## config.mk

```make
export PLATFORM = sky130hd
export DESIGN_NAME = io_bus
export DESIGN_NICKNAME = d
export VERILOG_FILES = /design/src/source/bus_pkg.sv /design/src/source/bus_request_latch.sv /design/src/source/bus_fsm.sv /design/src/source/tick_timer.sv /design/src/source/irq_controller.sv /design/src/source/io_bus.sv
export SDC_FILE = /design/constraint.sdc
export NUM_CORES = 1
export LEC_CHECK = 0
export BUFFER_PORTS_ARGS = -buffer_cell sky130_fd_sc_hd__buf_2
export CORE_MARGIN = 5
export CORE_UTILIZATION = 25
export DETAILED_ROUTE_END_ITERATION = 6
export PLACE_DENSITY_LB_ADDON = 0.3
export SYNTH_ARGS = -nofsm -noshare
export SYNTH_HDL_FRONTEND = slang
export SYNTH_SLANG_ARGS = --single-unit
```

## constraint.sdc

```tcl
create_clock -name CLK -period 12.2 [get_ports CLK]
set_clock_uncertainty 0.1 [all_clocks]
set_input_delay 0 -clock CLK [delete_from_list [all_inputs] [get_ports CLK]]
set_output_delay 0 -clock CLK [all_outputs]
set_load 0.03 [all_outputs]
```

## src/source/bus_pkg.sv

```systemverilog
// Shared widths, address map, timer and interrupt constants and bus enums for the I/O bus
`default_nettype none

package bus_pkg;

    localparam int ADDR_WIDTH  = 27;
    localparam int DATA_WIDTH  = 64;
    localparam int UART_WIDTH  = 8;
    localparam int TIMER_WIDTH = 32;
    localparam int TICK_DIVIDE = 200;  // Clock cycles per timer tick
    localparam int IRQ_COUNT   = 3;
    localparam int IRQ_SEL_WIDTH = $clog2(IRQ_COUNT);

    typedef logic [DATA_WIDTH-1:0]    word_t;
    typedef logic [UART_WIDTH-1:0]    byte_t;
    typedef logic [IRQ_SEL_WIDTH-1:0] irq_sel_t;

    // Source numbers, lowest wins
    localparam irq_sel_t IRQ_SW    = 0;
    localparam irq_sel_t IRQ_TIMER = 1;
    localparam irq_sel_t IRQ_UART  = 2;

    localparam logic [ADDR_WIDTH-1:0] ADDR_UART     = 'h5000000;
    localparam logic [ADDR_WIDTH-1:0] ADDR_LEDS     = 'h5000C00;
    localparam logic [ADDR_WIDTH-1:0] ADDR_IRQ_EN   = 'h7fffff7;
    localparam logic [ADDR_WIDTH-1:0] ADDR_IRQ_TYPE = 'h7fffff6;
    localparam logic [ADDR_WIDTH-1:0] ADDR_SW_IRQ   = 'h7fffff5;
    localparam logic [ADDR_WIDTH-1:0] ADDR_TMR_COMP = 'h7fffff4;

    localparam word_t UART_EMPTY_WORD = 'h100;
    localparam word_t UNMAPPED_WORD   = '1;

    typedef enum logic [1:0] {
        OP_NONE,
        OP_READ,
        OP_WRITE,
        OP_INT_ACK
    } bus_op_t;

    typedef enum logic [2:0] {
        ST_IDLE, ST_RD, ST_WR, ST_INT,
        ST_UART_RD1, ST_UART_RD2, ST_UART_RD3,
        ST_WAIT
    } bus_state_t;

endpackage

`default_nettype wire

```

## src/source/bus_request_latch.sv

```systemverilog
// One-entry holding register between the core and the bus FSM, with registered completion
`default_nettype none

module bus_request_latch (
    input  logic                            CLK,
    input  logic                            RST,
    input  bus_pkg::bus_op_t                core_op,
    input  logic [bus_pkg::ADDR_WIDTH-1:0]  core_addr,
    input  logic [bus_pkg::DATA_WIDTH-1:0]  core_wdata,
    input  logic                            bus_done,
    input  logic [bus_pkg::DATA_WIDTH-1:0]  bus_rdata,
    output bus_pkg::bus_op_t                req_op,
    output logic [bus_pkg::ADDR_WIDTH-1:0]  req_addr,
    output logic [bus_pkg::DATA_WIDTH-1:0]  req_wdata,
    output logic                            core_done,
    output logic [bus_pkg::DATA_WIDTH-1:0]  core_rdata
);

    logic capture;

    // Empty latch shows OP_NONE
    assign capture = (req_op == bus_pkg::OP_NONE) && (core_op != bus_pkg::OP_NONE);

    always_ff @(posedge CLK) begin
        if (RST) begin
            req_op    <= bus_pkg::OP_NONE;
            core_done <= 1'b0;
        end else begin
            core_done <= bus_done;
            if (bus_done) begin
                req_op <= bus_pkg::OP_NONE;  // Free for the next request
            end else if (capture) begin
                req_op <= core_op;
            end
        end
    end

    always_ff @(posedge CLK) begin
        if (capture) begin
            req_addr  <= core_addr;
            req_wdata <= core_wdata;
        end
        if (bus_done) begin
            core_rdata <= bus_rdata;
        end
    end

    // Done from the FSM is a single pulse, so the core sees one too
    core_done_pulse: assert property (
        @(posedge CLK) disable iff (RST) core_done |=> !core_done
    ) else $error("core_done high for two cycles");

endmodule

`default_nettype wire

```

## src/source/bus_fsm.sv

```systemverilog
// Bus FSM decoding held requests to the UART FIFOs, LED, timer and interrupt registers
`default_nettype none

module bus_fsm (
    input  logic                             CLK,
    input  logic                             RST,
    input  bus_pkg::bus_op_t                 req_op,
    input  logic [bus_pkg::ADDR_WIDTH-1:0]   req_addr,
    input  logic [bus_pkg::DATA_WIDTH-1:0]   req_wdata,
    input  logic                             uart_rd_empty,
    input  logic [bus_pkg::UART_WIDTH-1:0]   uart_rd_data,
    input  logic                             uart_wr_full,
    input  logic [bus_pkg::TIMER_WIDTH-1:0]  timer_comp,
    input  logic [bus_pkg::IRQ_COUNT-1:0]    irq_en,
    input  logic [bus_pkg::IRQ_COUNT-1:0]    irq_type,
    input  logic [bus_pkg::UART_WIDTH-1:0]   irq_vector,
    output logic                             bus_done,
    output logic [bus_pkg::DATA_WIDTH-1:0]   bus_rdata,
    output logic                             uart_rd_re,
    output logic                             uart_wr_en,
    output logic [bus_pkg::UART_WIDTH-1:0]   uart_wr_data,
    output logic [bus_pkg::UART_WIDTH-1:0]   leds,
    output logic                             comp_we,
    output logic                             timer_clear,
    output logic                             en_we,
    output logic                             type_we,
    output logic                             sw_we,
    output logic                             irq_ack,
    output logic [bus_pkg::DATA_WIDTH-1:0]   wdata
);

    bus_pkg::bus_state_t state;

    always_ff @(posedge CLK) begin
        if (RST) begin
            state       <= bus_pkg::ST_IDLE;
            bus_done    <= 1'b0;
            uart_rd_re  <= 1'b0;
            uart_wr_en  <= 1'b0;
            leds        <= '0;
            comp_we     <= 1'b0;
            timer_clear <= 1'b0;
            en_we       <= 1'b0;
            type_we     <= 1'b0;
            sw_we       <= 1'b0;
            irq_ack     <= 1'b0;
        end else begin
            case (state)
                bus_pkg::ST_IDLE: begin
                    wdata <= req_wdata;
                    case (req_op)
                        bus_pkg::OP_READ:    state <= bus_pkg::ST_RD;
                        bus_pkg::OP_WRITE:   state <= bus_pkg::ST_WR;
                        bus_pkg::OP_INT_ACK: state <= bus_pkg::ST_INT;
                        default: state <= bus_pkg::ST_IDLE;
                    endcase
                end
                bus_pkg::ST_RD: begin
                    state    <= bus_pkg::ST_WAIT;
                    bus_done <= 1'b1;
                    case (req_addr)
                        bus_pkg::ADDR_UART: begin
                            if (uart_rd_empty) begin
                                bus_rdata <= bus_pkg::UART_EMPTY_WORD;
                            end else begin
                                uart_rd_re <= 1'b1;  // Data comes three cycles later
                                bus_done   <= 1'b0;
                                state      <= bus_pkg::ST_UART_RD1;
                            end
                        end
                        bus_pkg::ADDR_LEDS:     bus_rdata <= bus_pkg::word_t'(leds);
                        bus_pkg::ADDR_IRQ_EN:   bus_rdata <= bus_pkg::word_t'(irq_en);
                        bus_pkg::ADDR_IRQ_TYPE: bus_rdata <= bus_pkg::word_t'(irq_type);
                        bus_pkg::ADDR_TMR_COMP: begin
                            bus_rdata   <= bus_pkg::word_t'(timer_comp);
                            timer_clear <= 1'b1;  // Reading the comparator rearms the timer
                        end
                        default: bus_rdata <= bus_pkg::UNMAPPED_WORD;
                    endcase
                end
                bus_pkg::ST_UART_RD1: begin
                    uart_rd_re <= 1'b0;
                    state      <= bus_pkg::ST_UART_RD2;
                end
                bus_pkg::ST_UART_RD2: begin
                    state <= bus_pkg::ST_UART_RD3;
                end
                bus_pkg::ST_UART_RD3: begin
                    bus_rdata <= bus_pkg::word_t'(uart_rd_data);
                    bus_done  <= 1'b1;
                    state     <= bus_pkg::ST_WAIT;
                end
                bus_pkg::ST_WR: begin
                    state    <= bus_pkg::ST_WAIT;
                    bus_done <= 1'b1;
                    case (req_addr)
                        bus_pkg::ADDR_UART: begin
                            if (uart_wr_full) begin
                                bus_done <= 1'b0;  // Hold until the FIFO has room
                                state    <= bus_pkg::ST_WR;
                            end else begin
                                uart_wr_en   <= 1'b1;
                                uart_wr_data <= wdata[bus_pkg::UART_WIDTH-1:0];
                            end
                        end
                        bus_pkg::ADDR_LEDS:     leds <= wdata[bus_pkg::UART_WIDTH-1:0];
                        bus_pkg::ADDR_IRQ_EN:   en_we <= 1'b1;
                        bus_pkg::ADDR_IRQ_TYPE: type_we <= 1'b1;
                        bus_pkg::ADDR_SW_IRQ:   sw_we <= 1'b1;
                        bus_pkg::ADDR_TMR_COMP: comp_we <= 1'b1;
                        default: begin
                        end
                    endcase
                end
                bus_pkg::ST_INT: begin
                    bus_rdata <= bus_pkg::word_t'(irq_vector);
                    irq_ack   <= 1'b1;
                    bus_done  <= 1'b1;
                    state     <= bus_pkg::ST_WAIT;
                end
                bus_pkg::ST_WAIT: begin
                    bus_done    <= 1'b0;
                    uart_wr_en  <= 1'b0;
                    comp_we     <= 1'b0;
                    timer_clear <= 1'b0;
                    en_we       <= 1'b0;
                    type_we     <= 1'b0;
                    sw_we       <= 1'b0;
                    irq_ack     <= 1'b0;
                    state       <= bus_pkg::ST_IDLE;
                end
                default: state <= bus_pkg::ST_IDLE;
            endcase
        end
    end

    // Transmit FIFO flag is outside, the strobe must still respect it
    uart_wr_no_overflow: assert property (
        @(posedge CLK) disable iff (RST) uart_wr_en |-> !uart_wr_full
    ) else $error("uart_wr_en while uart_wr_full");

endmodule

`default_nettype wire

```

## src/source/tick_timer.sv

```systemverilog
// Prescaled tick timer with compare register, raising the timer interrupt level on a match
`default_nettype none

module tick_timer (
    input  logic                             CLK,
    input  logic                             RST,
    input  logic                             comp_we,
    input  logic [bus_pkg::DATA_WIDTH-1:0]   wdata,
    input  logic                             timer_clear,
    output logic [bus_pkg::TIMER_WIDTH-1:0]  timer_comp,
    output logic                             timer_irq
);

    logic [$clog2(bus_pkg::TICK_DIVIDE)-1:0] prescale;
    logic [bus_pkg::TIMER_WIDTH-1:0]         tick;

    always_ff @(posedge CLK) begin
        if (RST) begin
            timer_comp <= '0;
        end else if (comp_we) begin
            timer_comp <= wdata[bus_pkg::TIMER_WIDTH-1:0];
        end
    end

    always_ff @(posedge CLK) begin
        if (RST) begin
            prescale  <= '0;
            tick      <= '0;
            timer_irq <= 1'b0;
        end else if (timer_clear) begin
            prescale  <= '0;
            tick      <= '0;
            timer_irq <= 1'b0;
        end else if (!timer_irq && (timer_comp != '0)) begin  // Stopped while pending or unset
            if (int'(prescale) == bus_pkg::TICK_DIVIDE - 1) begin
                prescale <= '0;
                tick     <= tick + 1'b1;
            end else begin
                prescale <= prescale + 1'b1;
            end
            if (tick == timer_comp) begin
                tick      <= '0;  // Wins over the increment above
                timer_irq <= 1'b1;
            end
        end
    end

endmodule

`default_nettype wire

```

## src/source/irq_controller.sv

```systemverilog
// Three-source interrupt controller with enable, level/edge type, fixed priority and acknowledge
`default_nettype none

module irq_controller (
    input  logic                            CLK,
    input  logic                            RST,
    input  logic                            en_we,
    input  logic                            type_we,
    input  logic                            sw_we,
    input  logic [bus_pkg::DATA_WIDTH-1:0]  wdata,
    input  logic                            irq_ack,
    input  logic                            timer_irq,
    input  logic                            uart_rd_empty,
    output logic [bus_pkg::IRQ_COUNT-1:0]   irq_en,
    output logic [bus_pkg::IRQ_COUNT-1:0]   irq_type,
    output logic [bus_pkg::UART_WIDTH-1:0]  irq_vector,
    output logic                            core_intr
);

    logic [bus_pkg::IRQ_COUNT-1:0] irq_in;
    logic [bus_pkg::IRQ_COUNT-1:0] irq_old;
    logic [bus_pkg::IRQ_COUNT-1:0] pending;
    logic                          sw_level;
    bus_pkg::byte_t                sw_vector;
    bus_pkg::irq_sel_t             sel;
    bus_pkg::irq_sel_t             taken;

    // Type 1 needs a rising edge
    assign pending = irq_in & irq_en & (~irq_type | ~irq_old);

    always_comb begin
        sel = bus_pkg::IRQ_SW;
        for (int i = bus_pkg::IRQ_COUNT - 1; i >= 0; i--) begin
            if (pending[i]) begin
                sel = bus_pkg::irq_sel_t'(i);  // Lowest number ends up selected
            end
        end
    end

    always_ff @(posedge CLK) begin
        if (RST) begin
            irq_in    <= '0;
            irq_old   <= '0;
            irq_en    <= '0;
            irq_type  <= '0;
            sw_level  <= 1'b0;
            core_intr <= 1'b0;
        end else begin
            irq_in[bus_pkg::IRQ_SW]    <= sw_level;
            irq_in[bus_pkg::IRQ_TIMER] <= timer_irq;
            irq_in[bus_pkg::IRQ_UART]  <= !uart_rd_empty;
            irq_old                    <= irq_in;
            if (sw_we) begin
                sw_level  <= wdata[16];
                sw_vector <= wdata[bus_pkg::UART_WIDTH-1:0];
            end
            if (type_we) begin
                irq_type <= wdata[bus_pkg::IRQ_COUNT-1:0];
            end
            if (en_we) begin
                irq_en <= wdata[bus_pkg::IRQ_COUNT-1:0];
            end
            if (core_intr) begin
                if (irq_ack) begin
                    core_intr     <= 1'b0;
                    irq_en[taken] <= 1'b0;  // Source must be re-enabled by software
                end
            end else if (pending != '0) begin
                core_intr  <= 1'b1;
                taken      <= sel;
                irq_vector <= (sel == bus_pkg::IRQ_SW) ? sw_vector : bus_pkg::byte_t'(sel);
            end
        end
    end

    // The core acknowledges only a raised line
    ack_while_intr: assert property (
        @(posedge CLK) disable iff (RST) irq_ack |-> core_intr
    ) else $error("irq_ack while core_intr low");

endmodule

`default_nettype wire

```

## src/source/io_bus.sv

```systemverilog
// Top of the I/O bus controller, connecting request latch, bus FSM, timer and interrupts
`default_nettype none

module io_bus (
    input  logic                            CLK,
    input  logic                            RST,
    input  bus_pkg::bus_op_t                core_op,
    input  logic [bus_pkg::ADDR_WIDTH-1:0]  core_addr,
    input  logic [bus_pkg::DATA_WIDTH-1:0]  core_wdata,
    input  logic                            uart_rd_empty,
    input  logic [bus_pkg::UART_WIDTH-1:0]  uart_rd_data,
    input  logic                            uart_wr_full,
    output logic                            core_done,
    output logic [bus_pkg::DATA_WIDTH-1:0]  core_rdata,
    output logic                            core_intr,
    output logic                            uart_rd_re,
    output logic                            uart_wr_en,
    output logic [bus_pkg::UART_WIDTH-1:0]  uart_wr_data,
    output logic [bus_pkg::UART_WIDTH-1:0]  leds
);

    bus_pkg::bus_op_t                req_op;
    logic [bus_pkg::ADDR_WIDTH-1:0]  req_addr;
    logic [bus_pkg::DATA_WIDTH-1:0]  req_wdata, bus_rdata, wdata;
    logic                            bus_done, comp_we, timer_clear, timer_irq;
    logic                            en_we, type_we, sw_we, irq_ack;
    logic [bus_pkg::TIMER_WIDTH-1:0] timer_comp;
    logic [bus_pkg::IRQ_COUNT-1:0]   irq_en, irq_type;
    logic [bus_pkg::UART_WIDTH-1:0]  irq_vector;

    bus_request_latch i_bus_request_latch (.*);

    bus_fsm i_bus_fsm (.*);

    tick_timer i_tick_timer (.*);

    irq_controller i_irq_controller (.*);

endmodule

`default_nettype wire

```

### Word level (Yosys, flattened, before mapping)

Index checks and enable logic that the tools add are counted.

| storage, ports and cells | value |
|---|---|
| output and inout port bits | 84 |
| bits of input ports | 105 |
| logic and storage cells | 157 |
| bits in registers | 355 |

| cells by class | value |
|---|---|
| reductions and logical operators | 36 |
| order comparisons | 2 |
| equal/unequal tests | 28 |
| bitwise logic cells | 10 |
| $add $sub $neg | 2 |
| multiplexer cells | 46 |

Operators with widths:

| operator | number |
|---|---|
| 64-bit one-hot mux with 5 select lines | 1 |
| 64-bit one-hot mux with 3 select lines | 1 |
| 27-bit equality test (second input constant) | 6 |
| 32-bit 2-to-1 mux | 2 |
| 64-bit 2-to-1 mux | 1 |
| 32-bit by 1-bit adder with 32-bit output (second input constant) | 1 |
| 32-bit equality test | 1 |
| 32-bit nonzero test | 1 |
| 3-bit 2-to-1 mux | 7 |
| 3-bit one-hot mux with 7 select lines | 1 |
| 2-bit AND reduction | 10 |
| 1-bit 2-to-1 mux | 16 |
| 1-bit one-hot mux with 2 select lines | 8 |
| 3-bit equality test (second input constant) | 4 |
| 2-bit inequality test (second input constant) | 6 |
| 3-bit AND reduction | 4 |
| 2-bit nonzero test | 6 |
| 2-bit 2-to-1 mux | 5 |
| 3-bit AND | 3 |
| 3-bit NOT | 3 |
| 8-bit by 1-bit adder with 8-bit output (second input constant) | 1 |
| 8-bit by 7-bit equality test with 1-bit output (second input constant) | 1 |
| 8-bit 2-to-1 mux | 1 |
| 3-bit by 2-bit equality test with 1-bit output (second input constant) | 2 |
| 20 further kinds | 32 |

### Logic depth before layout (Yosys ltp)

| logic depth | value |
|---|---|
| word-level depth | 8 |
| depth in mapped cells | 8 |
| mapped depth without buffers | 7 |

### Cells and area by module

A second synthesis with hierarchy kept.

| unflattened totals | value |
|---|---|
| cell total of the unflattened synthesis | 1028 |
| area, all modules | 14624.0 um2 |

Modules (own cells, without submodules):

| module | area an instance (um2) | cells an instance | seq. area each (um2) | instances |
|---|---|---|---|---|
| bus_fsm | 4998.5 | 363 | 3553.4 | 1 |
| bus_request_latch | 4768.3 | 168 | 4714.5 | 1 |
| tick_timer | 3671.0 | 412 | 1461.4 | 1 |
| irq_controller | 1186.1 | 85 | 820.8 | 1 |

### Worst setup path before layout

No wires, ideal clock.

| path | value |
|---|---|
| kind | reg2reg |
| from | register i_bus_request_latch.req_op[1] |
| to | register i_bus_request_latch.req_addr[0] (netlist name) (enable) |
| library setup time | 0.549 ns |
| data arrival time | 4.367 ns |
| path buffers | 0 |
| path slack | 7.184 ns |
| period minus slack after synthesis | 5.016 ns |
| cell stages (with the launch flop) | 2 |
| required time | 11.551 ns |
| path through | dfxtp_1 -> nor3_1 |

| on the way | value |
|---|---|
| longest elaborated chain between the ends | 2 |

RTL lines:

| element | line | source |
|---|---|---|
| start, declared | bus_request_latch.sv:12 | `output bus_pkg::bus_op_t req_op,` |
| start signal, assigned | bus_request_latch.sv:26 | `req_op <= bus_pkg::OP_NONE;` |
| start signal, assigned | bus_request_latch.sv:31 | `req_op <= bus_pkg::OP_NONE;` |
| start signal, assigned | bus_request_latch.sv:33 | `req_op <= core_op;` |
| 2-bit logical NOT | bus_request_latch.sv:22 | `assign capture = (req_op == bus_pkg::OP_NONE) && (core_op != bus_pkg::OP_NONE);` |
| 1-bit logical AND | bus_request_latch.sv:22 |  |
| named net i_bus_request_latch.capture | bus_request_latch.sv:19 | `logic capture;` |
| end signal, assigned | bus_request_latch.sv:40 | `req_addr <= core_addr;` |
| end, declared | bus_request_latch.sv:13 | `output logic [bus_pkg::ADDR_WIDTH-1:0] req_addr,` |

The timed path passes the listed nets, and every way through them passes these cells.
A chain may end at the register's enable or synchronous reset.

### Final worst setup path

| path | value |
|---|---|
| from | register i_bus_fsm.state[0] |
| to | register i_bus_fsm.bus_rdata[1] (netlist name), data pin |

| on the way | value |
|---|---|
| longest elaborated chain between the ends | 2 |
| elaborated cells between the ends (all ways) | 4 |
| those cells by class | eq/ne: 3; mux: 1 |

RTL lines:

| element | line | source |
|---|---|---|
| start, declared | bus_fsm.sv:32 | `bus_pkg::bus_state_t state;` |
| start signal, assigned | bus_fsm.sv:36 | `state <= bus_pkg::ST_IDLE;` |
| start signal, assigned | bus_fsm.sv:52 | `bus_pkg::OP_READ: state <= bus_pkg::ST_RD;` |
| start signal, assigned | bus_fsm.sv:53 | `bus_pkg::OP_WRITE: state <= bus_pkg::ST_WR;` |
| 3-bit by 2-bit equality test with 1-bit output, or another cell as far along | bus_fsm.sv:48 | `case (state)` |
| 64-bit one-hot mux with 3 select lines (*) | bus_fsm.sv:48 |  |
| end signal, assigned | bus_fsm.sv:64 | `bus_rdata <= bus_pkg::UART_EMPTY_WORD;` |
| end signal, assigned | bus_fsm.sv:71 | `bus_pkg::ADDR_LEDS: bus_rdata <= bus_pkg::word_t'(leds);` |
| end signal, assigned | bus_fsm.sv:72 | `bus_pkg::ADDR_IRQ_EN: bus_rdata <= bus_pkg::word_t'(irq_en);` |
| end, declared | bus_fsm.sv:18 | `output logic [bus_pkg::DATA_WIDTH-1:0] bus_rdata,` |

Mark *: on every way between the ends. The rest lies on a longest branch, timed or not.

==> metrics.txt <==
Static Leak=4.849 nW; layout cells sized above 1=19.38%; Hold Crit Class=in -> reg; clock-pin slew on the worst setup and hold paths=0.06 ns; outcome=finished, final reports clean; Finished Cell Area=0.01460 mm2; largest net degree at the start of global routing=60; Data required, critical path=12.32 ns; Final #Nets=1,244; Core Area=0.04558 mm2; syn_area_per_cell=12.31 um2; Detailed Route Iter0 Violations=547; yosys warns=0; post-detail-place hpwl=19.92 mm; final setup margin=8.805 ns; Tot Pwr=2.550 mW; GRT Total Usage=11.05%; vias in the first global route=7,577; Area after DPL=0.01276 mm2; DRC=0; sequential-to-total area share from yosys stat=66.52%; Synthesized Nets=1,047; Reg2Reg Setup Slack=8.80 ns; nature of the critical path endpoint=flop; Setup TNS=0 ns; initial antenna violation count=0; synthesized flop and latch total=293; Sink Count=293; Worst R2R Start=i_bus_fsm.state[0]; clock root cell=clkbuf_16; Tmin final=3.395 ns; hold path depth=2; RSZ-0062 raised after global routing=false; synthesized instance count=940; GRT overflow=0; Hold Startpoint=core_wdata[21]; Final GP Congestion=0.8190; Yosys top cell area share=47.49%; CTS tree=yes; Worst-Skew Late Latency=0.56 ns; number of diodes=0; Num CTS Buffers=31; Crit Path Max Fanout=31; Synth area leaders=edfxtp_1 (47%), dfxtp_1 (19%), mux2i_1 (4.5%); fill cell count=4,545; standard-cell rows=78; Post-synth EDFFs=183; worst slew pin tran=1.276 ns; H-tree Lvls=1; Peak supply drop=111.5 uV; DIE WIDTH=225.1 um; Reg2Reg Depth=5; die height=225.1 um; synthesized area=0.01157 mm2; CP Data Arrival Time=3.52 ns; area leader, netlist=edfxtp_1; # Post-CTS Setup Buffers=0; Hold Path Sink=i_bus_request_latch.req_wdata[21]; clock buffer depth=3; Peak Freq=0.2945 GHz; DR WL/cell=16.29 um; Main synth FF type=edfxtp_1; Pwr Density=174.7 mW/mm2; via count=7,607; Final Max Tran Viols=0; I/O pins=189; type of origin of the critical path=flop; Routed WL=28.68 mm; Setup violations, final=0; crit path kind=reg -> reg; # port buffers=156; post-synth cell types=57; Max-Cap Viols=0; Final Hold Viols=0; Final period util=27.83%; starting density of the core=25.39%; number of iterations in the first detailed-routing pass=5; Area Overhead vs Synth=26.13%; first-pass GRT wire length=44.33 mm; max_slew headroom=14.93%; die area=0.05069 mm2; ys async rst share=0%; Vias per Instance=4.320; Post-Place Setup Slack=8.871 ns; Crit Reg-Reg Endpoint=i_bus_fsm.bus_rdata[1]; post-route ant nets=0
[worst max path at each step]
stage,from,endpoint,slack (ns),cells after the start
finish,i_bus_fsm.state[0],i_bus_fsm.bus_rdata[1],8.80,5
global route,i_bus_fsm.state[0],i_bus_fsm.bus_rdata[2],8.55,5
CTS,i_bus_fsm.state[0],i_bus_fsm.bus_rdata[1],8.87,5
detailed placement,i_bus_fsm.state[0],i_bus_fsm.bus_rdata[1],8.87,5
global placement,i_bus_fsm.state[0],i_bus_fsm.bus_rdata[1],8.91,5
floorplan,i_bus_request_latch.req_op[1],i_bus_request_latch.req_addr[0],7.18,1
[cells in the mapped netlist, types with 4 or more instances]
cell type and n:
a22oi_1 7, buf_1 4, buf_2 8, a211oi_1 4, nand3_1 29, o211ai_1 8
clkbuf_1 24, nor3_1 22, nor3b_1 6, xnor2_1 58, inv_1 24, nor2_1 104
nor4_1 32, dfxtp_1 110, nor2b_1 9, nand4_1 33, a2bb2oi_1 4, mux2i_1 52
edfxtp_1 183, and2_1 11, o21ai_0 12, nand2_1 87, buf_4 32, and3_1 5
a21oi_1 19
[per-stage QoR]
step | std cells | utilization (%) | hold WS [ns]
floorplan | 940 | - | -0.02762
global placement | 1630 | 27.99 | 0.07849
detailed placement | 1630 | 27.99 | 0.07812
CTS | 1761 | 32.02 | 0.01203
global route | 1761 | 32.02 | 0.03508
finish | 1761 | 32.02 | 0.04568
[sequential cells by signal (all words and copies together) (netlist names), 2 cells and up]
register / cells
i_bus_fsm.uart_wr_data: 8
i_irq_controller.irq_in: 3
i_tick_timer.prescale: 8
i_irq_controller.irq_old: 3
i_irq_controller.irq_en: 3
i_bus_request_latch.req_addr: 27
i_tick_timer.timer_comp: 32
i_irq_controller.irq_vector: 8
i_irq_controller.irq_type: 3
i_bus_fsm.bus_rdata: 33
i_bus_fsm.state: 3
i_irq_controller.taken: 2
i_bus_fsm.wdata: 32
i_bus_request_latch.req_op: 2
i_bus_request_latch.req_wdata: 32
i_irq_controller.sw_vector: 8
i_bus_request_latch.core_rdata: 33
i_bus_fsm.leds: 8
i_tick_timer.tick: 32
[worst max-delay path, stage by stage (launching register included)]
cell and delay [ns]:
dfxtp_1 0.67, nor2b_1 0.84, o21ai_0 0.29, and3_1 0.60
a2bb2oi_1 0.33, nand4_1 0.23
[where the power goes]
part	switching [mW]	internal, mW
registers	0.0700	1.19
logic	0.202	0.0803
clock network	0.376	0.633
[cells by family (layout without fill, tap and decap cells)]
kind of cell    Yosys count  in the layout  synth area share, %
simple gates            360            360                15.39
flops                   293            293                66.52
compound gates           77             77                4.423
mux                      52             52                4.498
xor+xnor                 59             59                4.466
fa+ha+maj                 2              2               0.2162
buf+inv                  97            318                4.487
[area by class of cell]
cell class / count / area (um2) / share of cell area (%)
clock inverters: 19 / 295.3 / 2.023
repair buffers: 237 / 1574 / 10.78
clock buffers: 38 / 802.0 / 5.495
flip-flops and latches: 293 / 7700 / 52.76
well taps: 600 / 750.7 / 5.144
inverters: 24 / 90.09 / 0.6172
multi-input cells: 550 / 3383 / 23.18
[metal layers]
| layer | share of wire [%] | GRT usage (%) | vias up |
|---|---|---|---|
| li1 | - | - | 3767 |
| met1 | 49 | 16.35 | 3598 |
| met2 | 43 | 16.97 | 203 |
| met5 | 0 | 0 | - |
| met3 | 5.8 | 1.915 | 39 |
| met4 | 2.0 | 2.480 | 0 |
[layout by cell type (no fill, tap or decap), types with 30 or more instances in the layout]
cell / instances
nand2_1: 87
buf_2: 156
edfxtp_1: 183
xnor2_1: 58
nor4_1: 30
nand4_1: 33
nor2_1: 104
mux2i_1: 52
dlygate4sd3_1: 74
clkbuf_16: 31
dfxtp_1: 108
[timing repair]
item | CTS | global route
hold buffers | 74 | 0
gates resized for setup | 0 | 0
endpoints found under the hold margin | 100 | 0
(Power assumes the default switching activity.)
